<file path="config.mk">
export PLATFORM = sky130hd
export DESIGN_NAME = ps2_host_to_kb
export DESIGN_NICKNAME = d
export VERILOG_FILES = /design/src/ps2_pkg.sv /design/src/ps2_host_to_kb.sv
export SDC_FILE = /design/constraint.sdc
export NUM_CORES = 1
export LEC_CHECK = 0
export CORE_ASPECT_RATIO = 0.8
export CORE_MARGIN = 2
export CORE_UTILIZATION = 40
export DETAILED_ROUTE_END_ITERATION = 10
export DONT_BUFFER_PORTS = 1
export PLACE_DENSITY = 0.57
export RECOVER_POWER = 100
export SLEW_MARGIN = 20
export SYNTH_ARGS = -nofsm -noshare
export SYNTH_HDL_FRONTEND = slang
export SYNTH_SLANG_ARGS = --single-unit
</file>
<file path="constraint.sdc">
create_clock -name clk -period 5 [get_ports clk]
set_clock_uncertainty 0.2 [all_clocks]
set_input_delay 1 -clock clk [delete_from_list [all_inputs] [get_ports clk]]
set_output_delay 1 -clock clk [all_outputs]
set_load 0.05 [all_outputs]
</file>
<file path="src/ps2_pkg.sv">
`default_nettype none

package ps2_pkg;

    // One byte as it travels on the PS/2 data line
    typedef logic [7:0] ps2_byte_t;

    // Prefix codes sent ahead of a scancode
    localparam ps2_byte_t PS2_EXTENDED_PREFIX = 8'hE0;
    localparam ps2_byte_t PS2_RELEASE_PREFIX  = 8'hF0;

    // Device to host frame reception
    typedef enum logic [1:0] {
        RX_IDLE,
        RX_DATA,
        RX_PARITY,
        RX_STOP
    } rx_state_t;

    // Host to device command transmission
    typedef enum logic [2:0] {
        TX_IDLE,
        TX_INHIBIT,
        TX_START,
        TX_DATA,
        TX_PARITY,
        TX_STOP,
        TX_ACK,
        TX_DONE
    } tx_state_t;

endpackage

`default_nettype wire

</file>
<file path="src/ps2_host_to_kb.sv">
`timescale 1ns/1ps
`default_nettype none

module ps2_host_to_kb import ps2_pkg::*; #(
    parameter int FILTER_LEN     = 8,
    parameter int INHIBIT_CYCLES = 12000,
    parameter int TIMEOUT_CYCLES = 2000000
) (
    input  logic      clk,
    input  logic      reset,
    input  logic      ps2_clk_in,
    input  logic      ps2_data_in,
    output logic      ps2_clk_pull,
    output logic      ps2_data_pull,
    input  ps2_byte_t data,
    input  logic      dataload,
    output logic      busy,
    output logic      error
);

    localparam int INH_W = $clog2(INHIBIT_CYCLES + 1);
    localparam int TMO_W = $clog2(TIMEOUT_CYCLES + 1);

    logic [1:0]            clk_sync;
    logic [1:0]            data_sync;
    logic [FILTER_LEN-1:0] clk_hist;
    logic                  clk_filt;
    logic                  clk_filt_d;
    logic                  fall_edge;

    tx_state_t             state;
    ps2_byte_t             shreg;
    logic                  parity_bit;
    logic [2:0]            bit_cnt;
    logic [INH_W-1:0]      inhibit_cnt;
    logic [TMO_W-1:0]      timeout_cnt;
    logic                  timed_out;
    logic                  ack_missing;

    // Clock is accepted once the whole sample window agrees
    always_ff @(posedge clk) begin
        if (reset) begin
            clk_sync   <= 2'b11;
            data_sync  <= 2'b11;
            clk_hist   <= '1;
            clk_filt   <= 1'b1;
            clk_filt_d <= 1'b1;
        end else begin
            clk_sync   <= {clk_sync[0], ps2_clk_in};
            data_sync  <= {data_sync[0], ps2_data_in};
            clk_hist   <= {clk_hist[FILTER_LEN-2:0], clk_sync[1]};
            clk_filt_d <= clk_filt;
            if (&clk_hist) begin
                clk_filt <= 1'b1;
            end else if (~|clk_hist) begin
                clk_filt <= 1'b0;
            end
        end
    end

    assign fall_edge = clk_filt_d & ~clk_filt;
    assign timed_out = (timeout_cnt == TMO_W'(TIMEOUT_CYCLES - 1));

    // Byte and odd parity captured at load
    always_ff @(posedge clk) begin
        if (state == TX_IDLE && dataload) begin
            shreg      <= data;
            parity_bit <= ~^data;
        end
    end

    // ----------------------------------------
    // Transmit FSM
    // ----------------------------------------
    always_ff @(posedge clk) begin
        if (reset) begin
            state         <= TX_IDLE;
            busy          <= 1'b0;
            error         <= 1'b0;
            ps2_clk_pull  <= 1'b0;
            ps2_data_pull <= 1'b0;
            bit_cnt       <= '0;
            inhibit_cnt   <= '0;
            timeout_cnt   <= '0;
            ack_missing   <= 1'b0;
        end else begin
            if (state == TX_IDLE) begin
                timeout_cnt <= '0;
            end else begin
                timeout_cnt <= timeout_cnt + 1'b1;
            end

            case (state)
                TX_IDLE: begin
                    if (dataload) begin
                        busy         <= 1'b1;
                        ps2_clk_pull <= 1'b1;
                        inhibit_cnt  <= '0;
                        ack_missing  <= 1'b1;
                        state        <= TX_INHIBIT;
                    end
                end
                TX_INHIBIT: begin
                    if (inhibit_cnt == INH_W'(INHIBIT_CYCLES - 1)) begin
                        ps2_data_pull <= 1'b1;
                        state         <= TX_START;
                    end else begin
                        inhibit_cnt <= inhibit_cnt + 1'b1;
                    end
                end
                TX_START: begin
                    // Device takes over the clock from here
                    ps2_clk_pull <= 1'b0;
                    if (fall_edge) begin
                        ps2_data_pull <= ~shreg[0];
                        bit_cnt       <= 3'd1;
                        state         <= TX_DATA;
                    end
                end
                TX_DATA: begin
                    if (fall_edge) begin
                        if (bit_cnt == 3'd0) begin
                            ps2_data_pull <= ~parity_bit;
                            state         <= TX_PARITY;
                        end else begin
                            ps2_data_pull <= ~shreg[bit_cnt];
                            bit_cnt       <= bit_cnt + 1'b1;
                        end
                    end
                end
                TX_PARITY: begin
                    if (fall_edge) begin
                        ps2_data_pull <= 1'b0;
                        state         <= TX_STOP;
                    end
                end
                TX_STOP: begin
                    // Ack is the device holding data low
                    if (fall_edge) begin
                        ack_missing <= data_sync[1];
                        state       <= TX_ACK;
                    end
                end
                TX_ACK: begin
                    if (clk_filt) begin
                        state <= TX_DONE;
                    end
                end
                TX_DONE: begin
                    busy          <= 1'b0;
                    error         <= ack_missing;
                    ps2_clk_pull  <= 1'b0;
                    ps2_data_pull <= 1'b0;
                    state         <= TX_IDLE;
                end
                default: state <= TX_IDLE;
            endcase

            // Watchdog abort
            if (timed_out && state != TX_IDLE && state != TX_DONE) begin
                ack_missing   <= 1'b1;
                ps2_clk_pull  <= 1'b0;
                ps2_data_pull <= 1'b0;
                state         <= TX_DONE;
            end
        end
    end

endmodule

`default_nettype wire

</file>
==> flow_summary.html <==
<table>
<tr><th>Metric</th><th>Value</th></tr>
<tr><th colspan="2">Routing</th></tr>
<tr><td>Vias after detailed routing</td><td>2350</td></tr>
<tr><td>Antenna Nets Post-Route</td><td>0</td></tr>
<tr><td>Number of DRC markers in iteration 0</td><td>127</td></tr>
<tr><td>Number of vias per cell</td><td>5.13</td></tr>
<tr><td>Number of DRC violations after detailed routing</td><td>0</td></tr>
<tr><td>Pre-antenna DRT Iters</td><td>4</td></tr>
<tr><td>Average routed wire per standard cell</td><td>13.3 µm</td></tr>
<tr><td>Routed wire length</td><td>6090 µm</td></tr>
<tr><th colspan="2">STA</th></tr>
<tr><td>Setup repair after global routing missed its margin</td><td>false</td></tr>
<tr><td>Slew at the pin closest to its max-slew limit</td><td>approximately 1200 ps</td></tr>
<tr><td>Timing-limited maximum frequency</td><td>369 MHz</td></tr>
<tr><td>Share of the clock period used by the worst path</td><td>54.3%</td></tr>
<tr><td>Final Worst Setup Slack</td><td>2290 ps</td></tr>
<tr><td>Final count of negative-setup-slack endpoints</td><td>0</td></tr>
<tr><td>Number of pins with negative max-slew slack in the final report</td><td>0</td></tr>
<tr><td>Worst slew slack as a fraction of its limit</td><td>a little over a fifth</td></tr>
<tr><td>Setup TNS</td><td>0 ps</td></tr>
<tr><td>Hold Violations, Final</td><td>0</td></tr>
<tr><td>Final critical delay including setup and external delays</td><td>2710 ps</td></tr>
<tr><th colspan="2">Synth</th></tr>
<tr><td>Syn Inst Count</td><td>346</td></tr>
<tr><td>Area share of xor/xnor cells in the synthesized design</td><td>7.73%</td></tr>
<tr><td>Synth Area in Adders</td><td>between 1.5 and 2%</td></tr>
<tr><td>Sequential cell area fraction in the yosys report</td><td>44.8%</td></tr>
<tr><td>Warning count from the yosys run</td><td>0</td></tr>
<tr><td>Simple-Gate Fraction of Synth Area</td><td>26.4%</td></tr>
<tr><td>Leading area contributor after synthesis</td><td>dfxtp_1</td></tr>
<tr><td>Combinational family with the most area after synthesis</td><td>simple AND/OR/NAND/NOR gates</td></tr>
<tr><td>Syn avg cell area</td><td>9.49 µm²</td></tr>
<tr><td>Most frequent cell after synthesis</td><td>dfxtp_1</td></tr>
<tr><td>Area share of the largest cell type after synthesis</td><td>36.6%</td></tr>
<tr><td>Count of flip-flops with a built-in enable after synthesis</td><td>9</td></tr>
<tr><td>Synth cell count leaders</td><td>60 x dfxtp_1, 36 x nor2_1, 29 x nand2_1, 18 x a21oi_1</td></tr>
<tr><td>Cell variety after synth</td><td>58</td></tr>
<tr><td>Post-synthesis net count</td><td>363</td></tr>
<tr><td>FF+latch count, synth</td><td>69</td></tr>
<tr><td>Flip-flop cell with the highest count after synthesis</td><td>dfxtp_1</td></tr>
<tr><td>Fraction of the mapped netlist area in compound gates</td><td>11.7%</td></tr>
<tr><td>Post-synthesis mux area share</td><td>about 3.2%</td></tr>
<tr><td>Leading cell types by total area after synthesis</td><td>dfxtp_1 37%, edfxtp_1 8.2%, xnor2_1 4.3%, nor2_1 4.1%, xor2_1 3.5%</td></tr>
<tr><td>FFs w/ async S/R, synth</td><td>0%</td></tr>
<tr><td>Area of the mapped netlist</td><td>0.00328 mm²</td></tr>
<tr><th colspan="2">Clock tree</th></tr>
<tr><td>Worst-Skew Late Latency</td><td>360 ps</td></tr>
<tr><td>Cells resized by post-CTS repair</td><td>0</td></tr>
<tr><td>Clock-pin slew reported for the worst setup and hold paths after clock tree synthesis</td><td>roughly 80 ps</td></tr>
<tr><td>TritonCTS clock tree</td><td>built</td></tr>
<tr><td>Buffer type at the clock tree root</td><td>clkbuf_8</td></tr>
<tr><td>Clk buf depth</td><td>2</td></tr>
<tr><td># clock sinks</td><td>69</td></tr>
<tr><td>Number of buffers added for setup after CTS</td><td>0</td></tr>
<tr><td>Hold buffer count at cts</td><td>0</td></tr>
<tr><td>Clock H-tree levels</td><td>3</td></tr>
<tr><td>TritonCTS buffer count</td><td>9</td></tr>
<tr><th colspan="2">Critical path</th></tr>
<tr><td>Critical path startpoint category</td><td>flop</td></tr>
<tr><td>Worst Path Max Fanout</td><td>20</td></tr>
<tr><td>Setup Crit Path Kind</td><td>reg -&gt; reg</td></tr>
<tr><td>Register-to-Register Setup Slack</td><td>roughly 2300 ps</td></tr>
<tr><td>Endpoint arrival time on the critical path</td><td>between 2000 and 3000 ps</td></tr>
<tr><td>Count of buffer and inverter cells on the critical path</td><td>1</td></tr>
<tr><td>Crit path max-delay cell type</td><td>dfxtp_1</td></tr>
<tr><td>Sort of element at the end of the critical path</td><td>flop</td></tr>
<tr><td>Data required time of the critical path</td><td>5080 ps</td></tr>
<tr><td>Crit-path cells</td><td>nor3_1 &gt; nand2_1 &gt; inv_1 &gt; nand2_1 &gt; a21boi_0 &gt; mux2i_1</td></tr>
<tr><td>Timing startpoint of the critical path</td><td>state[0]</td></tr>
<tr><td>Worst path max stage delay</td><td>520 ps</td></tr>
<tr><td>Cell with the most instances on the worst path</td><td>nand2_1</td></tr>
<tr><td>Startpoint of the lowest-slack register-to-register path</td><td>state[0]</td></tr>
<tr><td>Crit-path leading delay family</td><td>simple AND/OR/NAND/NOR gates</td></tr>
<tr><th colspan="2">Final layout</th></tr>
<tr><td>Layout Nets</td><td>362</td></tr>
<tr><td>Finished Cell Area</td><td>0.00349 mm²</td></tr>
<tr><td>Relative area change from synthesis to final layout</td><td>6.40%</td></tr>
<tr><td>Proportion of layout cells with a drive suffix above 1</td><td>12.3%</td></tr>
<tr><td>Antenna diode instance count</td><td>0</td></tr>
<tr><th colspan="2">Pwr</th></tr>
<tr><td>Relative contribution of sequential cells to total power</td><td>between 40% and 50%</td></tr>
<tr><td>Internal power</td><td>967 µW</td></tr>
<tr><td>Combinational fraction of design power</td><td>approximately a fifth</td></tr>
<tr><td>Power per unit of standard cell area</td><td>419 mW/mm²</td></tr>
<tr><td>Final Power</td><td>1460 µW</td></tr>
<tr><td>Maximum resistive drop on vdd</td><td>0.000249 V</td></tr>
<tr><td>Switching Fraction</td><td>between 30% and 40%</td></tr>
<tr><td>Leakage</td><td>0.00116 µW</td></tr>
<tr><td>Clk network pwr share</td><td>around 31%</td></tr>
<tr><td>Switching pwr</td><td>496 µW</td></tr>
<tr><th colspan="2">Placed design</th></tr>
<tr><td>HPWL after detailed placement</td><td>4280 µm</td></tr>
<tr><td>Worst Setup Slack post-DPL</td><td>2470 ps</td></tr>
<tr><td>Cell area reported after detailed placement</td><td>0.00331 mm²</td></tr>
<tr><td>Gp weighted congestion</td><td>0.777</td></tr>
<tr><td>Count of port buffers added during placement</td><td>0</td></tr>
<tr><th colspan="2">Floorplan</th></tr>
<tr><td>Die outline area</td><td>around 0.0090 mm²</td></tr>
<tr><td>Starting density of the core</td><td>~41%</td></tr>
<tr><td>Chip width</td><td>between 100 and 150 µm</td></tr>
<tr><td>Total core area</td><td>0.00795 mm²</td></tr>
<tr><td>Count of standard-cell rows</td><td>29</td></tr>
<tr><td>Num ports</td><td>17</td></tr>
<tr><td>Die boundary height</td><td>between 80 and 90 µm</td></tr>
<tr><th colspan="2">Global routing</th></tr>
<tr><td>Global-route wire length before repair</td><td>between 10000 and 15000 µm</td></tr>
<tr><td>Combined global-route utilization of all metal layers</td><td>15.2%</td></tr>
<tr><td>Largest net degree at the start of global routing</td><td>30</td></tr>
<tr><td>Vias in the first global route</td><td>2226</td></tr>
<tr><td>Overflow after GRT</td><td>0</td></tr>
<tr><td>Initial antenna violation count</td><td>0</td></tr>
<tr><th colspan="2">Min path</th></tr>
<tr><td>Worst min-delay path category</td><td>reg -&gt; reg</td></tr>
<tr><td>Hold Path Origin</td><td>clk_sync[0]</td></tr>
<tr><th colspan="2">Job</th></tr>
<tr><td>Maximum capacitance violations</td><td>0</td></tr>
<tr><th colspan="2">Run status</th></tr>
<tr><td>Outcome</td><td>complete, no violations</td></tr>
</table>
[logic make-up after synthesis]
group,Yosys count
and+or+nand+nor,160
DFF,69
AOI/OAI and AO/OA,53
xor gates and xnor gates,29
buffers and inverters,23
muxes,8
adders and majority gates,4
[final cells by class]
| cell class | instances | area (µm²) |
|---|---|---|
| well taps | 108 | 135 |
| clock inverters | 7 | 75.1 |
| fillers | 762 | 4450 |
| flip-flops and latches | 69 | 1470 |
| clock buffers | 9 | 124 |
| inverters | 10 | 37.5 |
| multi-input cells | 254 | 1650 |
| repair buffers | 1 | 3.75 |
[per-stage QoR]
step	instances	hold WS [ps]	util, %
2_1_floorplan	346	189	-
3_3_place_gp	442	191	41.7
3_5_place_dp	442	193	41.7
4_1_cts	458	212	44.2
5_1_grt	458	224	44.0
6_report	458	211	44.0
[final timing paths]
path | to | cells after the start
hold / removal | clk_sync[1] | 1
hold reg to reg | clk_sync[1] | 1
setup reg to reg | inhibit_cnt[9] | 6
setup / recovery | inhibit_cnt[9] | 6
[power by group through the flow]
| stage | Clock (µW) | Combinational [µW] | Sequential (µW) |
|---|---|---|---|
| 2_1_floorplan | 0 | 331 | 683 |
| 3_3_place_gp | 0 | 296 | 726 |
| 3_5_place_dp | 0 | 302 | 726 |
| 4_1_cts | 472 | 303 | 714 |
| 5_1_grt | 499 | 326 | 721 |
| 6_report | 457 | 294 | 713 |
[routing by layer]
| layer | share of wire (%) | vias up | track usage, % |
|---|---|---|---|
| met4 | 2.3 | 0 | 7.39 |
| met1 | 53 | 1076 | 21.0 |
| met5 | 0 | - | 0 |
| met2 | 39 | 45 | 20.3 |
| li1 | - | 1218 | - |
| met3 | 5.3 | 11 | 6.07 |
[state kept, by name (all words and copies together), names as in the netlist]
name           count
ack_missing        1
ps2_clk_pull       1
busy               1
clk_filt_d         1
clk_sync           2
clk_filt           1
state              3
parity_bit         1
data_sync          2
timeout_cnt       21
error              1
shreg              8
ps2_data_pull      1
bit_cnt            3
inhibit_cnt       14
clk_hist           8
[cells in the final DEF, fill, tap and decap left out, types with 5 or more instances in the layout]
master    count
nand4_1       9
and3_1        6
o21ai_0      11
a21oi_1      18
xnor2_1      16
nand2_1      29
clkbuf_8      9
or3_1         9
nor3_1        5
mux2i_1       6
nor2_1       36
or2_2        14
nor2b_1       7
xor2_1       13
nand3_1      16
inv_1        10
edfxtp_1      9
dfxtp_1      60
(Power assumes the default switching activity.)
