==> src/ps2_pkg.sv <==
`default_nettype none

package ps2_pkg;

    // One byte as it travels on the PS/2 data line
    typedef logic [7:0] ps2_byte_t;

    // Prefix codes sent ahead of a scancode
    localparam ps2_byte_t PS2_EXTENDED_PREFIX = 8'hE0;
    localparam ps2_byte_t PS2_RELEASE_PREFIX  = 8'hF0;

    // Device to host frame reception
    typedef enum logic [1:0] {
        RX_IDLE,
        RX_DATA,
        RX_PARITY,
        RX_STOP
    } rx_state_t;

    // Host to device command transmission
    typedef enum logic [2:0] {
        TX_IDLE,
        TX_INHIBIT,
        TX_START,
        TX_DATA,
        TX_PARITY,
        TX_STOP,
        TX_ACK,
        TX_DONE
    } tx_state_t;

endpackage

`default_nettype wire

==> src/scan_event_if.sv <==
`timescale 1ns/1ps
`default_nettype none

interface scan_event_if import ps2_pkg::*; ();

    logic      new_key;
    ps2_byte_t scancode;
    // Prefix flags, held until the next event
    logic      extended;
    logic      released;

    modport rx (
        output new_key, scancode, extended, released
    );

    modport rx_sink (
        input new_key, scancode, extended, released
    );

endinterface

`default_nettype wire

==> src/ps2_port.sv <==
`timescale 1ns/1ps
`default_nettype none

module ps2_port import ps2_pkg::*; #(
    parameter int FILTER_LEN = 8
) (
    input  logic     clk,
    input  logic     reset,
    input  logic     enable_rcv,
    input  logic     ps2_clk_in,
    input  logic     ps2_data_in,
    scan_event_if.rx ev
);

    localparam int FILT_W = $clog2(FILTER_LEN + 1);

    logic [1:0]        clk_sync;
    logic [1:0]        data_sync;
    logic [FILT_W-1:0] filt_cnt;
    logic              clk_filt;
    logic              fall_edge;

    rx_state_t         state;
    logic [2:0]        bit_cnt;
    ps2_byte_t         shreg;
    logic              parity_bit;
    logic              frame_done;
    logic              parity_ok;
    logic              ext_flag;
    logic              rls_flag;

    // ----------------------------------------
    // Line sync and clock filter
    // ----------------------------------------
    always_ff @(posedge clk) begin
        if (reset) begin
            clk_sync  <= 2'b11;
            data_sync <= 2'b11;
            filt_cnt  <= '0;
            clk_filt  <= 1'b1;
            fall_edge <= 1'b0;
        end else begin
            clk_sync  <= {clk_sync[0], ps2_clk_in};
            data_sync <= {data_sync[0], ps2_data_in};
            fall_edge <= 1'b0;
            if (clk_sync[1] == clk_filt) begin
                filt_cnt <= '0;
            end else if (filt_cnt == FILT_W'(FILTER_LEN - 1)) begin
                // Level has been different long enough, take it
                filt_cnt  <= '0;
                clk_filt  <= clk_sync[1];
                fall_edge <= clk_filt;
            end else begin
                filt_cnt <= filt_cnt + 1'b1;
            end
        end
    end

    // ----------------------------------------
    // Frame FSM
    // ----------------------------------------
    always_ff @(posedge clk) begin
        if (reset || !enable_rcv) begin
            state      <= RX_IDLE;
            bit_cnt    <= '0;
            frame_done <= 1'b0;
        end else begin
            frame_done <= 1'b0;
            if (fall_edge) begin
                case (state)
                    RX_IDLE: begin
                        // Start bit is a low data line
                        if (!data_sync[1]) begin
                            state   <= RX_DATA;
                            bit_cnt <= '0;
                        end
                    end
                    RX_DATA: begin
                        bit_cnt <= bit_cnt + 1'b1;
                        if (bit_cnt == 3'd7) begin
                            state <= RX_PARITY;
                        end
                    end
                    RX_PARITY: begin
                        state <= RX_STOP;
                    end
                    RX_STOP: begin
                        frame_done <= 1'b1;
                        state      <= RX_IDLE;
                    end
                    default: state <= RX_IDLE;
                endcase
            end
        end
    end

    // Data bits arrive LSB first
    always_ff @(posedge clk) begin
        if (fall_edge && state == RX_DATA) begin
            shreg <= {data_sync[1], shreg[7:1]};
        end
        if (fall_edge && state == RX_PARITY) begin
            parity_bit <= data_sync[1];
        end
    end

    assign parity_ok = ^{parity_bit, shreg};

    // ----------------------------------------
    // Prefix decode and event output
    // ----------------------------------------
    always_ff @(posedge clk) begin
        if (reset) begin
            ev.new_key  <= 1'b0;
            ev.scancode <= '0;
            ev.extended <= 1'b0;
            ev.released <= 1'b0;
            ext_flag    <= 1'b0;
            rls_flag    <= 1'b0;
        end else begin
            ev.new_key <= 1'b0;
            if (frame_done) begin
                if (!parity_ok) begin
                    // Corrupt frame, forget any pending prefix
                    ext_flag <= 1'b0;
                    rls_flag <= 1'b0;
                end else if (shreg == PS2_EXTENDED_PREFIX) begin
                    ext_flag <= 1'b1;
                end else if (shreg == PS2_RELEASE_PREFIX) begin
                    rls_flag <= 1'b1;
                end else begin
                    ev.new_key  <= 1'b1;
                    ev.scancode <= shreg;
                    ev.extended <= ext_flag;
                    ev.released <= rls_flag;
                    ext_flag    <= 1'b0;
                    rls_flag    <= 1'b0;
                end
            end
        end
    end

endmodule

`default_nettype wire

==> src/flat_wrapper.sv <==
// flat-port wrapper written by rule: the top's interface ports become plain ports
module ps2_port_flat import ps2_pkg::*;
#(
    parameter int FILTER_LEN = 8
)
  (clk, reset, enable_rcv, ps2_clk_in, ps2_data_in, ev_new_key, ev_scancode, ev_extended, ev_released);
  scan_event_if ev_i ();
  input  logic clk;
  input  logic reset;
  input  logic enable_rcv;
  input  logic ps2_clk_in;
  input  logic ps2_data_in;
  output wire logic [$bits(ev_i.new_key)-1:0] ev_new_key;
  output wire logic [$bits(ev_i.scancode)-1:0] ev_scancode;
  output wire logic [$bits(ev_i.extended)-1:0] ev_extended;
  output wire logic [$bits(ev_i.released)-1:0] ev_released;
  assign ev_new_key = ev_i.new_key;
  assign ev_scancode = ev_i.scancode;
  assign ev_extended = ev_i.extended;
  assign ev_released = ev_i.released;
  ps2_port #(.FILTER_LEN(FILTER_LEN)) u_core (.clk(clk), .reset(reset), .enable_rcv(enable_rcv), .ps2_clk_in(ps2_clk_in), .ps2_data_in(ps2_data_in), .ev(ev_i));
endmodule
==> config.mk <==
export PLATFORM = sky130hd
export DESIGN_NAME = ps2_port_flat
export DESIGN_NICKNAME = d
export VERILOG_FILES = /design/src/ps2_pkg.sv /design/src/scan_event_if.sv /design/src/ps2_port.sv /design/src/flat_wrapper.sv
export SDC_FILE = /design/constraint.sdc
export NUM_CORES = 1
export LEC_CHECK = 0
export BUFFER_PORTS_ARGS = -buffer_cell sky130_fd_sc_hd__buf_4
export CAP_MARGIN = 40
export CORE_AREA = 2 2 61 63
export CTS_BUF_LIST = sky130_fd_sc_hd__clkbuf_16
export DETAILED_ROUTE_END_ITERATION = 10
export DIE_AREA = 0 0 63 65
export PLACE_DENSITY_LB_ADDON = 0.2
export REMOVE_ABC_BUFFERS = 1
export SYNTH_ARGS = -nofsm -noshare
export SYNTH_HDL_FRONTEND = slang
export SYNTH_SLANG_ARGS = --single-unit
==> constraint.sdc <==
create_clock -name clk -period 1.8 [get_ports clk]
set_input_delay 0.18 -clock clk [delete_from_list [all_inputs] [get_ports clk]]
set_output_delay 0.18 -clock clk [all_outputs]
set_load 0.02 [all_outputs]
==> results of run 1 <==
metal layers:
metal  up-vias  global-route usage
met4         0              0.0667
li1        542                   -
met3         6              0.0521
met1       497               0.144
met5         -                   0
met2        19               0.281
sequential cells by signal (all words and copies together), names as in the netlist:
name                cells
u_core.frame_done       1
u_core.ev.new_key       1
u_core.ext_flag         1
u_core.filt_cnt         4
u_core.rls_flag         1
u_core.clk_filt         1
u_core.clk_sync         2
u_core.data_sync        2
u_core.fall_edge        1
u_core.ev.extended      1
u_core.parity_bit       1
u_core.shreg            8
u_core.ev.scancode      8
u_core.state            2
u_core.ev.released      1
u_core.bit_cnt          3
synthesized netlist by cell type, drive strengths merged, types with 3 or more instances:
cell	count
nand2b	22
dfxtp	29
and2	3
mux2i	11
or2	4
edfxtp	9
inv	10
nor2b	3
ha	13
nand2	3
nor2	11
xnor2	3
clkbuf	3
worst min-delay path by stage:
stage | startpoint | endpoint
global placement | ps2_data_in | u_core.data_sync[0]
floorplan | reset | u_core.ext_flag
finish | ps2_clk_in | u_core.clk_sync[0]
detailed placement | ps2_clk_in | u_core.clk_sync[0]
CTS | ps2_clk_in | u_core.clk_sync[0]
global route | ps2_clk_in | u_core.clk_sync[0]
metrics by stage:
stage                     total power [W]  area (sq um)  cells  hold slack [ns]
after floorplan                  0.000910          1630    143            0.244
after detailed placement         0.000927          1850    213            0.369
after global routing              0.00179          2010    222           0.0736
final                             0.00173          2010    222           0.0821
after global placement           0.000926          1850    213            0.366
after CTS                         0.00176          2010    222           0.0781
where the power goes:
group	internal, W	switching, W
sequential	0.000875	0.00000259
clock	0.000504	0.000320
combinational	0.0000173	0.0000140
total	0.00140	0.000337
critical path, stage by stage, from the launching register on:
cell	delay [ns]
edfxtp_1	0.39
ha_1	0.29
xnor3_1	0.39
xnor2_1	0.15
nor2b_2	0.15
buf_6	0.16
mux2i_1	0.19
area by class of cell:
cell class | count | area [sq um]
fillers | 311 | 1490
multi-input cells | 95 | 739
flip-flops and latches | 38 | 851
inverters | 10 | 37.5
well taps | 48 | 60.1
clock inverters | 3 | 16.3
clock buffers | 5 | 125
repair buffers | 23 | 176
cell families after synthesis:
logic type / synth area share
AND/OR/NAND/NOR: 0.184
flip-flops: 0.516
buffers and inverters: 0.0364
adder cells (fa/ha/maj): 0.0986
AO/OA/AOI/OAI: 0.0584
multiplexers: 0.0667
XOR/XNOR: 0.0402
repair_timing:
| action | CTS | global route |
|---|---|---|
| endpoints found under the setup margin | 8 | 13 |
| resized for setup | 1 | 0 |
| setup buffers | 1 | 0 |
==> metrics.md, run 1 <==
| Metric | Value |
|---|---|
| Run status | `finished, final reports clean` |
| Clock Sinks | `38` |
| CP required | `2.00 ns` |
| GP Congestion | `about 0.79` |
| Met3 WL | `around 98 um` |
| Maximum vdd ir drop | `between 600 and 700 uV` |
| Slew Limit Fails | `0` |
| Arrival time worst endpoint | `2.00 ns` |
| Area contributors post-synth | `dfxtp_1, edfxtp_1, ha_1, nand2b_1, mux2i_1` |
| Post-Syn Area | `~1700 sq um` |
| CTS tree | `built` |
| RSZ-0062 raised after global routing | `true` |
| Worst relative slew slack | `0.730` |
| Initial Util | `0.472` |
| # rows | `22` |
| Initial antenna violation count | `0` |
| TritonCTS Buffers | `5` |
| CTS clock-pin slew for the worst setup and hold paths | `around 0.06 ns` |
| Fraction of layout cells with a size suffix above 1 | `0.207` |
| Max layer used | `met4` |
| Max Cap Violations | `0` |
| Max frequency | `approximately 560 MHz` |
| Met2 WL | `1.40 mm` |
| Die width | `63 um` |
| Synth Warn # | `0` |
| Seq cells post-synth | `38` |
| Die Ht | `roughly 65 um` |
| Leakage | `approximately 0.80 nW` |
| Die area | `between 4000 and 5000 sq um` |
| Largest net degree at the start of global routing | `32` |
| Crit path to | `u_core.ev.scancode[3]` |
| Drt via density | `4.79` |
| Power Density | `864 nW/um^2` |
| CP max FO | `7` |
| Met1 wire length | `roughly 1.1 mm` |
| First-pass GRT wire length | `approximately 4.5 mm` |
| Post-layout nets | `between 150 and 200` |
| Routed WL per cell | `about 12 um` |
| Total number of vias | `1064` |
| Final Hold Fails | `0` |
| Sequential area share after synthesis | `0.516` |
| Critical path class | `reg2reg` |
| Vias in the first global route | `1072` |
| Synth Instances | `between 100 and 150` |
| Crit end category | `register` |
| Slew @ Worst Pin | `a little over 0.4 ns` |
| FF-to-FF End | `u_core.ev.scancode[3]` |
| Commonest cells after routing, fill and taps aside | `dfxtp_1, nand2b_1, buf_4` |
| First-pass DRT Iterations | `4` |
| GRT overflow | `0` |
| DRT antenna net count | `0` |
| Root Driver | `clkbuf_16` |
| CP Launch Type | `register` |
| Clock skew | `0.00413 ns` |
| Final WS setup | `0.00686 ns` |
| Min cycle time layout | `roughly 1.8 ns` |
| I/O Buffers | `15` |
| DRC Markers | `0` |
| # setup viols final | `0` |
| Worst Hold Class | `in2reg` |
| Hold Path Depth | `2` |
| 1st-iter DRT viols | `27` |
| EDFF count, synth | `9` |
| Hold buffers post-CTS | `0` |
| Antenna cell count | `0` |
| Setup TNS | `0 ns` |
| Hpwl dp | `roughly 1.9 mm` |
| Worst slack at placement | `-0.0297 ns` |
| Clock Path Buffers | `2` |
| Number of distinct library cells after synthesis | `32` |
| Reg2Reg Setup Slack | `around 0.0069 ns` |
| Avg Cell Area, Syn | `11.2 sq um` |
| Number of H-tree levels | `2` |
| Most common flop cell mapped by yosys | `dfxtp_1` |
| Utilization after layout | `0.574` |
| Area share of the largest cell type after synthesis | `0.352` |
| Crit path from | `u_core.shreg[5]` |
| GRT Total Usage | `0.148` |
| Worst-Skew Late Latency | `approximately 0.28 ns` |
| Area Growth Syn to Fin | `21.5%` |
| Post-synth top area cell | `dfxtp_1` |
| Post-Route WL | `roughly 2.7 mm` |
| Final worst path period share | `0.996` |
| Asr flop ratio synth | `0` |
| Most common cell after layout, fill and taps aside | `dfxtp_1` |
| Ports | `16` |
| Core area | `between 3000 and 4000 sq um` |
| Worst reg2reg path depth | `6` |
| FF-to-FF Start | `u_core.shreg[5]` |
Note: power is estimated with default switching activity, not from simulation.
==> run 2, diff against run 1 <==
--- a/config.mk
+++ b/config.mk
@@ -7,10 +7,10 @@
 export LEC_CHECK = 0
 export BUFFER_PORTS_ARGS = -buffer_cell sky130_fd_sc_hd__buf_4
 export CAP_MARGIN = 40
-export CORE_AREA = 2 2 61 63
+export CORE_AREA = 2 2 58 60
 export CTS_BUF_LIST = sky130_fd_sc_hd__clkbuf_16
 export DETAILED_ROUTE_END_ITERATION = 10
-export DIE_AREA = 0 0 63 65
+export DIE_AREA = 0 0 60 62
 export PLACE_DENSITY_LB_ADDON = 0.2
 export REMOVE_ABC_BUFFERS = 1
 export SYNTH_ARGS = -nofsm -noshare
==> constraint.sdc (replaced) <==
create_clock -name clk -period 1.7 [get_ports clk]
set_input_delay 0.17 -clock clk [delete_from_list [all_inputs] [get_ports clk]]
set_output_delay 0.17 -clock clk [all_outputs]
set_load 0.02 [all_outputs]
==> metrics.md, run 2 (synthesized netlist as in run 1, its figures left out) <==
| Metric | Value |
|---|---|
| Number of H-tree levels | `2 (unchanged)` |
| Max Cap Violations | `0 (unchanged)` |
| CP max FO | `5 (-2)` |
| Vias in the first global route | `978 (-8.8%)` |
| Critical path class | `reg2reg` |
| Flip-flop and latch area | `851 sq um (unchanged)` |
| Post-layout nets | `195 (+2.1%)` |
| Fraction of layout cells with a size suffix above 1 | `0.225 (+0.0178)` |
| Filler cells | `260 (-16%)` |
| CTS tree | `built` |
| Die area | `3720 sq um (-9.2%)` |
| Run status | `complete, but fails checks` |
| Root Driver | `clkbuf_16` |
| Clock Path Buffers | `2 (unchanged)` |
| Power Density | `873 nW/um^2 (+1.1%)` |
| Hpwl dp | `1.80 mm (-5.8%)` |
| Crit-path cells | `ha_1 -> xnor3_1 -> xnor2_1 -> nor2b_2 -> buf_4 -> buf_12 -> mux2i_1` |
| Post-Route WL | `2.61 mm (-2.2%)` |
| Core area | `3180 sq um (-9.1%)` |
| Worst reg2reg path depth | `7 (+1)` |
| Worst relative slew slack | `0.756 (+0.0254)` |
| Clock skew | `0.00795 ns (+0.00383 ns)` |
| Initial Util | `0.519 (+0.0470)` |
| Commonest cells after routing, fill and taps aside | `dfxtp_1, buf_4, nand2b_1` |
| First-pass GRT wire length | `4.15 mm (-8.7%)` |
| Arrival time worst endpoint | `2.10 ns (+0.10 ns)` |
| Total number of vias | `1075 (+1.0%)` |
| Hold Path Depth | `2 (unchanged)` |
| FF-to-FF Start | `u_core.shreg[5]` |
| DRT antenna net count | `0 (unchanged)` |
| Crit path max-delay family | `XOR/XNOR gates` |
| Worst Hold Class | `in2reg` |
| CP peak stage delay | `0.40 ns (about the same)` |
| Sequential Power Share | `0.516 (+0.010)` |
| Switching Share | `0.183 (-0.0111)` |
| Maximum vdd ir drop | `780 uV (+30%)` |
| Hold Startpoint | `ps2_data_in` |
| Clock share of power | `0.466 (-0.010)` |
| Worst path bufs/invs | `2 (+1)` |
| DRC Markers | `0 (unchanged)` |
| Die width | `60 um (-4.8%)` |
| Largest net degree at the start of global routing | `32 (unchanged)` |
| 1st-iter DRT viols | `22 (-19%)` |
| Failing checks | `setup timing` |
| Int Power | `0.00147 W (+5.4%)` |
| GP Congestion | `0.684 (-13%)` |
| Reg2Reg Setup Slack | `-0.20 ns (-0.21 ns)` |
| Setup TNS | `-2.24 ns (-2.24 ns)` |
| GRT Total Usage | `0.152 (+0.00397)` |
| RSZ-0062 raised after global routing | `true` |
| Overall Power | `0.00180 W (+3.9%)` |
| Leakage | `0.836 nW (+5.1%)` |
| Worst-Skew Late Latency | `0.28 ns (about the same)` |
| Max frequency | `525 MHz (-5.9%)` |
| # rows | `21 (-4.5%)` |
| Area Growth Syn to Fin | `24.9%` |
| CP max stage cell | `edfxtp_1` |
| GRT overflow | `0 (unchanged)` |
| Final worst path period share | `1.12 (+0.124)` |
| Final WS setup | `-0.205 ns (-0.211 ns)` |
| Slew Limit Fails | `0 (unchanged)` |
| CP Launch Type | `register` |
| Registers with the most flip-flops | `u_core.ev.scancode (8), u_core.shreg (8), u_core.filt_cnt (4)` |
| Crit end category | `register` |
| Most common cell after layout, fill and taps aside | `dfxtp_1` |
| Min cycle time layout | `1.90 ns (+0.111 ns)` |
| First-pass DRT Iterations | `4 (unchanged)` |
| CTS clock-pin slew for the worst setup and hold paths | `0.06 ns (about the same)` |
| Die Ht | `62 um (-4.6%)` |
| Switching power | `0.000330 W (-2.0%)` |
| Utilization after layout | `0.649 (+0.0748)` |
| FF-to-FF End | `u_core.ev.released` |
| Initial antenna violation count | `0 (unchanged)` |
| Antenna cell count | `0 (unchanged)` |
| Ports | `16 (unchanged)` |
| Routed WL per cell | `11.6 um (-3.1%)` |
| Area taken by multi-input logic gates | `747 sq um (+1.0%)` |
| Endpoint, Worst Hold | `u_core.data_sync[0]` |
| TritonCTS Buffers | `5 (unchanged)` |
| # setup viols final | `13 (+13)` |
| CP required | `1.90 ns (-0.10 ns)` |
| Clock Sinks | `38 (unchanged)` |
| Combinational cell fraction of total power | `0.018 (about the same)` |
| Final Hold Fails | `0 (unchanged)` |
| Drt via density | `4.80 (+0.13%)` |
| Slew @ Worst Pin | `0.366 ns (-0.0381 ns)` |
| Hold_ws | `0.0840 ns (+0.00191 ns)` |
| I/O Buffers | `15 (unchanged)` |
run 2: power groups by stage:
stage          sequential, W  clock, W  combinational [W]
6_report            0.000929  0.000839          0.0000331
5_1_grt             0.000928  0.000914          0.0000368
4_1_cts             0.000929  0.000853          0.0000337
3_5_place_dp        0.000948         0          0.0000339
3_3_place_gp        0.000948         0          0.0000326
2_1_floorplan       0.000947         0          0.0000168
run 2: metrics by stage:
| step | area [sq um] | cells | worst slack, ns |
|---|---|---|---|
| 5_1_grt | 2060 | 224 | -0.301 |
| 4_1_cts | 2010 | 221 | -0.170 |
| 2_1_floorplan | 1630 | 143 | -0.264 |
| 3_3_place_gp | 1870 | 212 | -0.0513 |
| 6_report | 2060 | 224 | -0.205 |
| 3_5_place_dp | 1870 | 212 | -0.136 |
run 2: layout make-up:
class / instances / area share
flip-flops and latches: 38 / 0.413
multi-input cells: 95 / 0.362
repair buffers: 27 / 0.113
clock buffers: 5 / 0.0607
well taps: 46 / 0.0279
inverters: 10 / 0.0182
clock inverters: 3 / 0.00546
run 2: repair_timing:
action                     4_1_cts  5_1_grt
setup endpoints to repair       13       14
pin swaps                        0        0
setup buffers                    1        2
gates resized for setup          0        3
gates cloned                     0        1
hold buffers                     0        0
run 2: worst max path at each step:
stage,startpoint,to,slack (ns),cells after the start
3_5_place_dp,u_core.shreg[5],u_core.ev.released,-0.14,6
5_1_grt,u_core.shreg[5],u_core.ev.released,-0.30,7
4_1_cts,u_core.shreg[5],u_core.ev.released,-0.17,6
3_3_place_gp,u_core.shreg[5],u_core.ev.released,-0.05,6
2_1_floorplan,u_core.shreg[5],u_core.ev.extended,-0.26,5
6_report,u_core.shreg[5],u_core.ev.released,-0.20,7
run 2: routing by layer:
metal / wire [um] / part of all wire / vias to the layer above / GRT usage
met5: 0 / 0 / - / 0
met4: 34 / 0.013 / 0 / 0.0603
met3: 88 / 0.034 / 4 / 0.0559
met2: 1330 / 0.51 / 22 / 0.253
met1: 1150 / 0.44 / 504 / 0.180
li1: - / - / 545 / -
run 2: worst register-to-register path, cell delays in order, from the launching register on:
cell and delay, ns:
edfxtp_1 0.40, ha_1 0.29, xnor3_1 0.39, xnor2_1 0.15
nor2b_2 0.15, buf_4 0.14, buf_12 0.11, mux2i_1 0.18
